[src/rtl/decode_config.svh]
`ifndef DECODE_CONFIG_SVH
`define DECODE_CONFIG_SVH

// architectural register address width
`define REG_W 5

// pc, spec and instruction word width
`define XLEN 32

// major opcode and micro-op widths
`define OPC_W 7
`define UOP_W 6

// immediate as handed to the execute pipes
`define IMM_W 32

// start bits of the instruction fields
`define RD_LSB 7
`define F3_LSB 12
`define RS_LSB 15
`define RT_LSB 20
`define F7_LSB 25

`endif
[src/rtl/decode_pkg.sv]
`include "decode_config.svh"

package decode_pkg;

    // execution pipe selection
    typedef enum logic [2:0] {
        xpip = 3'd0,
        dpip = 3'd1,
        lpip = 3'd2,
        cpip = 3'd3
    } pipe_e;

    // micro-op split into group and sub-op
    typedef struct packed {
        logic [`UOP_W/2-1:0] group;
        logic [`UOP_W/2-1:0] sub;
    } uop_t;

    // one fetched slot
    typedef struct packed {
        logic [`XLEN-1:0] instr;
        logic [`XLEN-1:0] pc;
        logic [`XLEN-1:0] spec;
    } fetch_t;

    typedef struct packed {
        pipe_e              pipe;
        uop_t               uop;
        logic               req_rs;
        logic               req_rt;
        logic [`REG_W-1:0]  rd;
        logic [`REG_W-1:0]  rs;
        logic [`REG_W-1:0]  rt;
        logic [`IMM_W-1:0]  imm;
        logic [`XLEN-1:0]   pc;
        logic [`XLEN-1:0]   spec;
    } decode_out_t;

endpackage

[src/rtl/rv_isa_pkg.sv]
`include "decode_config.svh"

package rv_isa_pkg;

    // base opcodes, bits [6:0] of the word
    typedef enum logic [`OPC_W-1:0] {
        opc_op       = 7'b01_100_11,
        opc_op_imm   = 7'b00_100_11,
        opc_auipc    = 7'b00_101_11,
        opc_jal      = 7'b11_011_11,
        opc_jalr     = 7'b11_001_11,
        opc_branch   = 7'b11_000_11,
        opc_lui      = 7'b01_101_11,
        opc_load     = 7'b00_000_11,
        opc_store    = 7'b01_000_11,
        opc_misc_mem = 7'b00_011_11,
        opc_system   = 7'b11_100_11
    } opcode_e;

    typedef enum logic [2:0] {
        fmt_r = 3'd0,
        fmt_i = 3'd1,
        fmt_s = 3'd2,
        fmt_b = 3'd3,
        fmt_u = 3'd4,
        fmt_j = 3'd5
    } instr_fmt_e;

    // one flag per class, system_rs rides along with system
    typedef struct packed {
        logic op_r;
        logic op_mul;
        logic op_div;
        logic op_imm;
        logic auipc;
        logic jal;
        logic jalr;
        logic branch;
        logic lui;
        logic load;
        logic store;
        logic misc_mem;
        logic system;
        logic system_rs;
    } instr_class_t;

endpackage

[src/rtl/decode_stage.sv]
`include "decode_config.svh"

module decode_stage
    import rv_isa_pkg::*;
    import decode_pkg::*;
(
    input  logic        clk,
    input  logic        rst,
    input  fetch_t      fetch,
    input  logic        stall,
    input  logic        clear,
    output decode_out_t dec,
    output logic        book
);

    fetch_t            slot;
    instr_class_t      cls;
    instr_fmt_e        fmt;
    pipe_e             pipe;
    uop_t              uop;
    logic              req_rs;
    logic              req_rt;
    logic [`REG_W-1:0] rd;
    logic [`REG_W-1:0] rs;
    logic [`REG_W-1:0] rt;
    logic [`IMM_W-1:0] imm;

    decode_latch u_latch (
        .clk   (clk),
        .rst   (rst),
        .stall (stall),
        .clear (clear),
        .fetch (fetch),
        .slot  (slot),
        .book  (book)
    );

    instr_classifier u_classifier (
        .instr (slot.instr),
        .cls   (cls),
        .fmt   (fmt),
        .pipe  (pipe)
    );

    uop_encoder u_uop (
        .cls    (cls),
        .pipe   (pipe),
        .funct3 (slot.instr[`F3_LSB +: 3]),
        .funct7 (slot.instr[`F7_LSB +: 7]),
        .imm12  (slot.instr[`RT_LSB +: 12]),
        .uop    (uop)
    );

    operand_select u_operands (
        .cls    (cls),
        .fmt    (fmt),
        .instr  (slot.instr),
        .req_rs (req_rs),
        .req_rt (req_rt),
        .rd     (rd),
        .rs     (rs),
        .rt     (rt),
        .imm    (imm)
    );

    // pc and spec follow the latched word
    assign dec = '{pipe: pipe, uop: uop, req_rs: req_rs, req_rt: req_rt,
                   rd: rd, rs: rs, rt: rt, imm: imm, pc: slot.pc, spec: slot.spec};

endmodule

[src/rtl/operand_select.sv]
`include "decode_config.svh"

module operand_select
    import rv_isa_pkg::*;
(
    input  instr_class_t       cls,
    input  instr_fmt_e         fmt,
    input  logic [`XLEN-1:0]   instr,
    output logic               req_rs,
    output logic               req_rt,
    output logic [`REG_W-1:0]  rd,
    output logic [`REG_W-1:0]  rs,
    output logic [`REG_W-1:0]  rt,
    output logic [`IMM_W-1:0]  imm
);

    logic [`REG_W-1:0] rd_f;
    logic [`REG_W-1:0] rs_f;
    logic [`REG_W-1:0] rt_f;
    logic [11:0]       imm12;
    logic [6:0]        imm7;
    logic [4:0]        imm5;
    logic [19:0]       imm20;
    logic              known;
    logic              two_src;

    assign rd_f  = instr[`RD_LSB +: `REG_W];
    assign rs_f  = instr[`RS_LSB +: `REG_W];
    assign rt_f  = instr[`RT_LSB +: `REG_W];
    assign imm12 = instr[`RT_LSB +: 12];
    assign imm7  = instr[`F7_LSB +: 7];
    assign imm5  = instr[`RD_LSB +: 5];
    assign imm20 = instr[`F3_LSB +: 20];

    // unrecognised words request nothing
    assign known   = |cls;
    assign two_src = known && (fmt == fmt_r || fmt == fmt_s || fmt == fmt_b);

    // ecall, ebreak and csr immediate forms have no register source
    assign req_rs = two_src || (known && fmt == fmt_i && !(cls.system && !cls.system_rs));
    assign req_rt = two_src;

    assign rd = (fmt == fmt_r || fmt == fmt_i || fmt == fmt_u || fmt == fmt_j) ? rd_f : '0;
    assign rs = req_rs ? rs_f : '0;
    assign rt = req_rt ? rt_f : '0;

    // raw fields, zero extended, no shifting
    always_comb begin
        case (fmt)
            fmt_i: begin
                if (req_rs)
                    imm = `IMM_W'(imm12);
                else
                    imm = `IMM_W'({imm12, rs_f});
            end
            fmt_s: imm = `IMM_W'({imm7, imm5});
            fmt_b: imm = `IMM_W'({imm7, imm5, 1'b0});
            fmt_u: imm = `IMM_W'(imm20);
            fmt_j: imm = `IMM_W'(imm20);
            default: imm = '0;
        endcase
    end

    always_comb begin
        a_rt_needs_rs: assert (!req_rt || req_rs);
    end

endmodule

[src/rtl/uop_encoder.sv]
module uop_encoder
    import rv_isa_pkg::*;
    import decode_pkg::*;
(
    input  instr_class_t cls,
    input  pipe_e        pipe,
    input  logic [2:0]   funct3,
    input  logic [6:0]   funct7,
    input  logic [11:0]  imm12,
    output uop_t         uop
);

    always_comb begin
        // 0x3f marks a word no pipe understands
        uop = '{group: 3'd7, sub: 3'd7};
        case (pipe)
            xpip: begin
                if (cls.op_r && funct7 == 7'h00)
                    uop = '{group: 3'd0, sub: funct3};
                else if (cls.op_r && funct7 == 7'h20)
                    // sub or sra
                    uop = '{group: 3'd1, sub: (funct3 == 3'd0) ? 3'd4 : 3'd5};
                else if (cls.op_mul)
                    uop = '{group: 3'd1, sub: funct3};
                else if (cls.op_imm && funct3 == 3'd5 && funct7 == 7'h20)
                    // srai shares a code with the branch group
                    uop = '{group: 3'd3, sub: 3'd2};
                else if (cls.op_imm)
                    uop = '{group: 3'd2, sub: funct3};
                else if (cls.branch)
                    uop = '{group: 3'd3, sub: funct3};
                else if (cls.auipc)
                    uop = '{group: 3'd4, sub: 3'd0};
                else if (cls.jal)
                    uop = '{group: 3'd4, sub: 3'd1};
                else if (cls.jalr)
                    uop = '{group: 3'd4, sub: 3'd2};
            end
            dpip: begin
                uop = '{group: 3'd0, sub: funct3};
            end
            lpip: begin
                if (cls.load)
                    uop = '{group: 3'd0, sub: funct3};
                else if (cls.lui)
                    uop = '{group: 3'd0, sub: 3'd3};
                else if (cls.store)
                    uop = '{group: 3'd1, sub: funct3};
                else if (cls.misc_mem)
                    uop = '{group: 3'd2, sub: funct3};
            end
            cpip: begin
                // ecall is 0, ebreak is 1, csr ops keep funct3
                if (funct3 == 3'd0)
                    uop = '{group: 3'd0, sub: (imm12 == 12'd1) ? 3'd1 : 3'd0};
                else
                    uop = '{group: 3'd1, sub: funct3};
            end
            default: begin
                uop = '{group: 3'd7, sub: 3'd7};
            end
        endcase
    end

endmodule

[src/rtl/instr_classifier.sv]
`include "decode_config.svh"

module instr_classifier
    import rv_isa_pkg::*;
    import decode_pkg::*;
(
    input  logic [`XLEN-1:0] instr,
    output instr_class_t     cls,
    output instr_fmt_e       fmt,
    output pipe_e            pipe
);

    opcode_e    opc;
    logic [2:0] funct3;
    logic [6:0] funct7;

    assign opc    = opcode_e'(instr[`OPC_W-1:0]);
    assign funct3 = instr[`F3_LSB +: 3];
    assign funct7 = instr[`F7_LSB +: 7];

    always_comb begin
        cls = '0;
        // op splits on funct7 into add group, multiply and divide
        cls.op_r      = (opc == opc_op) && (funct7 == 7'h00 || funct7 == 7'h20);
        cls.op_mul    = (opc == opc_op) && (funct7 == 7'h01) && (funct3 < 3'd4);
        cls.op_div    = (opc == opc_op) && (funct7 == 7'h01) && (funct3 >= 3'd4);
        cls.op_imm    = (opc == opc_op_imm);
        cls.auipc     = (opc == opc_auipc);
        cls.jal       = (opc == opc_jal);
        cls.jalr      = (opc == opc_jalr);
        cls.branch    = (opc == opc_branch);
        cls.lui       = (opc == opc_lui);
        cls.load      = (opc == opc_load);
        cls.store     = (opc == opc_store);
        cls.misc_mem  = (opc == opc_misc_mem);
        cls.system    = (opc == opc_system);
        // csr ops with a register source
        cls.system_rs = cls.system && (funct3 >= 3'd1) && (funct3 <= 3'd3);
    end

    always_comb begin
        if (cls.op_r || cls.op_mul || cls.op_div)
            fmt = fmt_r;
        else if (cls.op_imm || cls.jalr || cls.lui || cls.load || cls.misc_mem || cls.system)
            fmt = fmt_i;
        else if (cls.store)
            fmt = fmt_s;
        else if (cls.branch)
            fmt = fmt_b;
        else if (cls.auipc)
            fmt = fmt_u;
        else if (cls.jal)
            fmt = fmt_j;
        else
            fmt = fmt_r;
    end

    // unknown words fall through to the alu pipe
    always_comb begin
        if (cls.op_r || cls.op_mul || cls.op_imm || cls.auipc || cls.jal || cls.jalr
            || cls.branch)
            pipe = xpip;
        else if (cls.op_div)
            pipe = dpip;
        else if (cls.lui || cls.load || cls.store || cls.misc_mem)
            pipe = lpip;
        else if (cls.system)
            pipe = cpip;
        else
            pipe = xpip;
    end

    always_comb begin
        a_one_class: assert ($onehot0({cls.op_r, cls.op_mul, cls.op_div, cls.op_imm,
                                       cls.auipc, cls.jal, cls.jalr, cls.branch,
                                       cls.lui, cls.load, cls.store, cls.misc_mem,
                                       cls.system}));
    end

endmodule

[src/rtl/decode_latch.sv]
module decode_latch
    import decode_pkg::*;
(
    input  logic   clk,
    input  logic   rst,
    input  logic   stall,
    input  logic   clear,
    input  fetch_t fetch,
    output fetch_t slot,
    output logic   book
);

    // clear wins over stall, stall only freezes the slot
    always_ff @(posedge clk) begin
        if (rst || clear) begin
            slot <= '0;
            book <= 1'b0;
        end else if (stall) begin
            book <= 1'b1;
        end else begin
            slot <= fetch;
            book <= 1'b1;
        end
    end

    // a cleared slot is empty and unbooked on the next cycle
    a_clear_empties: assert property (
        @(posedge clk) clear |=> (!book && slot == '0)
    );

endmodule

[config.mk]
export PLATFORM = sky130hd
export DESIGN_NAME = decode_stage
export DESIGN_NICKNAME = d
export VERILOG_FILES = /design/src/rtl/decode_pkg.sv /design/src/rtl/rv_isa_pkg.sv /design/src/rtl/decode_stage.sv /design/src/rtl/operand_select.sv /design/src/rtl/uop_encoder.sv /design/src/rtl/instr_classifier.sv /design/src/rtl/decode_latch.sv
export VERILOG_INCLUDE_DIRS = /design/src /design/src/rtl
export SDC_FILE = /design/constraint.sdc
export NUM_CORES = 1
export LEC_CHECK = 0
export BUFFER_PORTS_ARGS = -buffer_cell sky130_fd_sc_hd__buf_2
export CORE_ASPECT_RATIO = 0.9
export CORE_MARGIN = 2
export CORE_UTILIZATION = 52
export DETAILED_ROUTE_END_ITERATION = 7
export GPL_TIMING_DRIVEN = 0
export PLACE_DENSITY = 0.9
export SKIP_CTS_REPAIR_TIMING = 1
export SYNTH_ARGS = -nofsm -noshare
export SYNTH_HDL_FRONTEND = slang
export SYNTH_SLANG_ARGS = --single-unit
[constraint.sdc]
create_clock -name clk -period 5.75 [get_ports clk]
set_input_delay 0.2875 -clock clk [delete_from_list [all_inputs] [get_ports clk]]
set_output_delay 0.2875 -clock clk [all_outputs]
set_load 0.01 [all_outputs]
### Word level (Yosys, flattened, before mapping)

Cells that the tools add are included.

| word-level totals | value |
|---|---|
| output and inout bits | 123 |
| register bits after elaboration | 97 |
| word-level logic and storage cells | 109 |
| input bits | 100 |

| operators by class | value |
|---|---|
| muxes and demuxes | 33 |
| order comparisons | 4 |
| equal/unequal tests | 23 |
| reduce and logical (&&, ||, !) cells | 45 |

Operator list:

| cell | count |
|---|---|
| 20-bit case mux with 4 select lines | 1 |
| 6-bit two-way mux | 12 |
| 7-bit by 6-bit == test with 1-bit output, second input constant | 4 |
| 7-bit == test, second input constant | 4 |
| 3-bit two-way mux | 9 |
| 6-bit case mux with 4 select lines | 1 |
| 1-bit logical OR | 23 |
| 5-bit two-way mux | 4 |
| 17-bit two-way mux | 1 |
| 7-bit by 5-bit == test with 1-bit output, second input constant | 2 |
| 1-bit logical AND | 14 |
| 14-bit OR reduction | 1 |
| 12-bit by 1-bit == test with 1-bit output, second input constant | 1 |
| 3-bit by 2-bit == test with 1-bit output, second input constant | 4 |
| 3-bit == test, second input constant | 3 |
| 3-bit logical NOT | 3 |
| 7-bit by 1-bit == test with 1-bit output, second input constant | 1 |
| 7-bit by 2-bit == test with 1-bit output, second input constant | 1 |
| 7-bit by 4-bit == test with 1-bit output, second input constant | 1 |
| 7-bit logical NOT | 1 |
| 3-bit by 1-bit == test with 1-bit output, second input constant | 2 |
| 4-bit two-way mux | 1 |
| 3-bit by 1-bit greater-or-equal comparator with 1-bit output, second input constant | 1 |
| 3-bit greater-or-equal comparator, second input constant | 1 |
| other kinds (6) | 9 |

### Longest topological paths before layout

| logic depth | value |
|---|---|
| depth in word-level cells | 15 |
| gate-level depth with buffers | 10 |
| depth with buffers taken out | 6 |

### By module

From an unflattened synthesis, not the netlist that was laid out.

| unflattened totals | value |
|---|---|
| cells, all modules | 571 |
| area, all modules | 5,288.8 µm² |

Modules (own cells, without submodules):

| module | cells an instance | sequential area each (µm²) | area an instance (µm²) | instances |
|---|---|---|---|---|
| decode_latch | 313 | 1,941.9 | 3,440.8 | 1 |
| operand_select | 131 | 0.0 | 991.0 | 1 |
| uop_encoder | 70 | 0.0 | 499.2 | 1 |
| instr_classifier | 55 | 0.0 | 342.8 | 1 |
| decode_stage | 2 | 0.0 | 15.0 | 1 |

### Least setup slack after synthesis

Ideal clock, no wire load.

| timing | value |
|---|---|
| kind | register to output |
| from | reg, netlist name u_latch.slot[68] |
| to | out dec[72] (netlist name) |
| cell stages (with the launch flop) | 10 |
| arrival | 1,892 ps |
| buffers on the path | 3 |
| slack | 3,570 ps |
| cells stage by stage | dfxtp_1 > buf_4 > or4b_4 > a21oi_4 > a31oi_1 > a31oi_1 > buf_6 > buf_12 > mux2i_1 > o21ai_1 |

RTL lines:

| what | RTL line | source |
|---|---|---|
| to (decl) | decode_stage.sv:12 | `output decode_out_t dec,` |

==> results.cfg <==
[yosys]
yosys_warnings = 0
synth_edf_count = 0
synth_area_leaders = dfxtp_1, mux2i_1, buf_4
syn-instance-count = 591
synth_top_area_cell = dfxtp_1
syn-cell-area_um2 = 5230
ys_seq_area_share_pct = 37.1
synth_top_area_share_pct = 37.1
synth_ff_type = dfxtp_1
synth.most_common_cell = nor2_1
synth.avg_cell_area_um2 = 8.85
synth_cell_type_count = 56
async_flop_share_pct = 0
yosys-top-cells-count = nor2_1, mux2i_1, dfxtp_1
synth-seq-cells = 97

[die]
num_io_pins = 223
die_area_um2 = 10900
fp.dieH_um = 99.1
die_x_um = 110
std_cell_rows = 34
core_area_um2 = 9740
initial_core_util_pct = 53.7

[global_routing]
gr-total-overflow = 0
track_usage_pct = 25.8
grt_pass1_wl_um = 22300
grt_max_degree = 16
antenna_found_initial = 0
grt_pass1_vias = 4642

[outcome]
status = finished clean

[cells_and_area]
multi_input_area_um2 = 2530
fin_nets = 922
fillers = 790
instances_no_fill = 951
layout-drive-gt1-share_pct = 38.4
post-route-util_pct = 69.0
area_growth_pct = 28.6
num_antenna_cells = 0
register_area_um2 = 1940

[critical_path]
rr_startpoint = u_latch.slot[70]
worst-setup-path-type = reg -> out
start_kind = flop
reg2regPathDepth = 5
critPathCaptureType = output port
reg2reg_to = u_latch.slot[70]
cp_max_fo = 10
ff2ff_setup_slack_ps = 3990
cp_data_arrival_time_ps = 2680
cp.required_ps = 5460
crit_path_start = u_latch.slot[95]

[clocking]
numCtsBuffers = 9
cts_sinks = 97
insertion_delay_ps = 350
cts_tree = done
clock-root-buffer = clkbuf_8
clk_pin_slew_worst_paths_ps = 90
htree_num_levels = 3
cts.path.max_buffers = 2

[timing]
max_freq_mhz = 337
skew_ps = 0
worst_slew_pin_slew_ps = 750
finalSetupViolCount = 0
min_period_ps = 2970
hold_violations = 0
post-route-period-util_pct = 51.6
slew_viol_final = 0
finalSetupTns_ps = 0
slew_headroom_pct = 50.0
rsz0062_at_grt = false

[placed_design]
dp_hpwl_um = 11200
io_buffers = 208
dp_cells = 937
place.gp.congestion = 0.956

[detailed_routing]
wirelength_um = 14500
vias = 4873
drtIter0Drc = 152
wl_per_cell_um = 15.2
antenna_left = 0
viasPerCell = 5.12
post-route-drc-count = 0
drtPass1Iterations = 4

[hold_path]
min_to = u_latch.slot[7]
hp-class = in -> reg
hold_depth = 3
min_from = fetch[7]

[power]
power_density_nw_per_um2 = 219
peakVddDrop_uv = 211
p_total_w = 0.00147
leakage_nw = 3.47

[job]
cap_violations = 0
## sequential cells by signal (all words and copies together), names as in the netlist
signal	cells
u_latch.slot	96
u_latch.book	1
## report_power, final
group | total [W] | internal [W] | switching [W]
clock network | 0.000561 | 0.000330 | 0.000231
logic | 0.000202 | 0.000104 | 0.0000985
registers | 0.000712 | 0.000694 | 0.0000178
## cells by family after synthesis
kind of cell | share of synthesized area [%]
AOI/OAI and AO/OA | 8.33
other | 0.0717
DFF | 37.1
and+or+nand+nor | 16.2
muxes | 22.8
xor gates and xnor gates | 0.167
buffers and inverters | 15.3
## layer usage
layer	track usage (%)	vias to the layer above	wire length, µm
met2	45.6	229	7200
met3	7.01	19	1350
met5	0	-	0
met4	8.28	0	225
met1	30.1	2239	5680
li1	-	2386	-
## how the worst max path moves through the flow
stage	slack (ps)	end
floorplan	3570	dec[72]
global placement	3180	dec[113]
detailed placement	3250	dec[72]
CTS	2840	dec[72]
global route	2630	dec[113]
finish	2780	dec[72]
## cells in the final DEF (no fill, tap or decap), types with 10 or more instances in the layout
| cell type | netlist | routed |
|---|---|---|
| a21oi_1 | 19 | 19 |
| conb_1 | 1 | 13 |
| buf_2 | 7 | 215 |
| buf_4 | 81 | 81 |
| mux2i_1 | 119 | 119 |
| buf_1 | 10 | 10 |
| and2_1 | 17 | 17 |
| nor2_1 | 123 | 123 |
| dfxtp_1 | 97 | 97 |
| o21ai_1 | 12 | 12 |
| clkbuf_1 | 19 | 19 |
## layout make-up
cell class	count	area share (%)
Buffer	119	11.6
Sequential cell	97	28.9
Clock buffer	9	1.84
Tap cell	126	2.34
Timing Repair Buffer	208	15.5
Clock inverter	5	1.92
Multi-Input combinational cell	382	37.6
Inverter	5	0.279
## per-stage QoR
stage          hold WS (ps)  worst slack, ps  instance area (µm²)
2_1_floorplan           431             3570                 5280
3_3_place_gp            475             3180                 6470
3_5_place_dp            483             3250                 6470
4_1_cts                 150             2840                 6730
5_1_grt                 143             2630                 6730
6_report                157             2780                 6730
## critical path, cell delays in order, from the launching register on
cell	delay (ps)
dfxtp_1	400
nor3_1	390
nand3_1	210
a31o_2	310
a31oi_1	210
buf_6	210
buf_12	140
mux2i_1	180
o21ai_1	90
buf_2	170
Power figures use the tool's default switching activity.
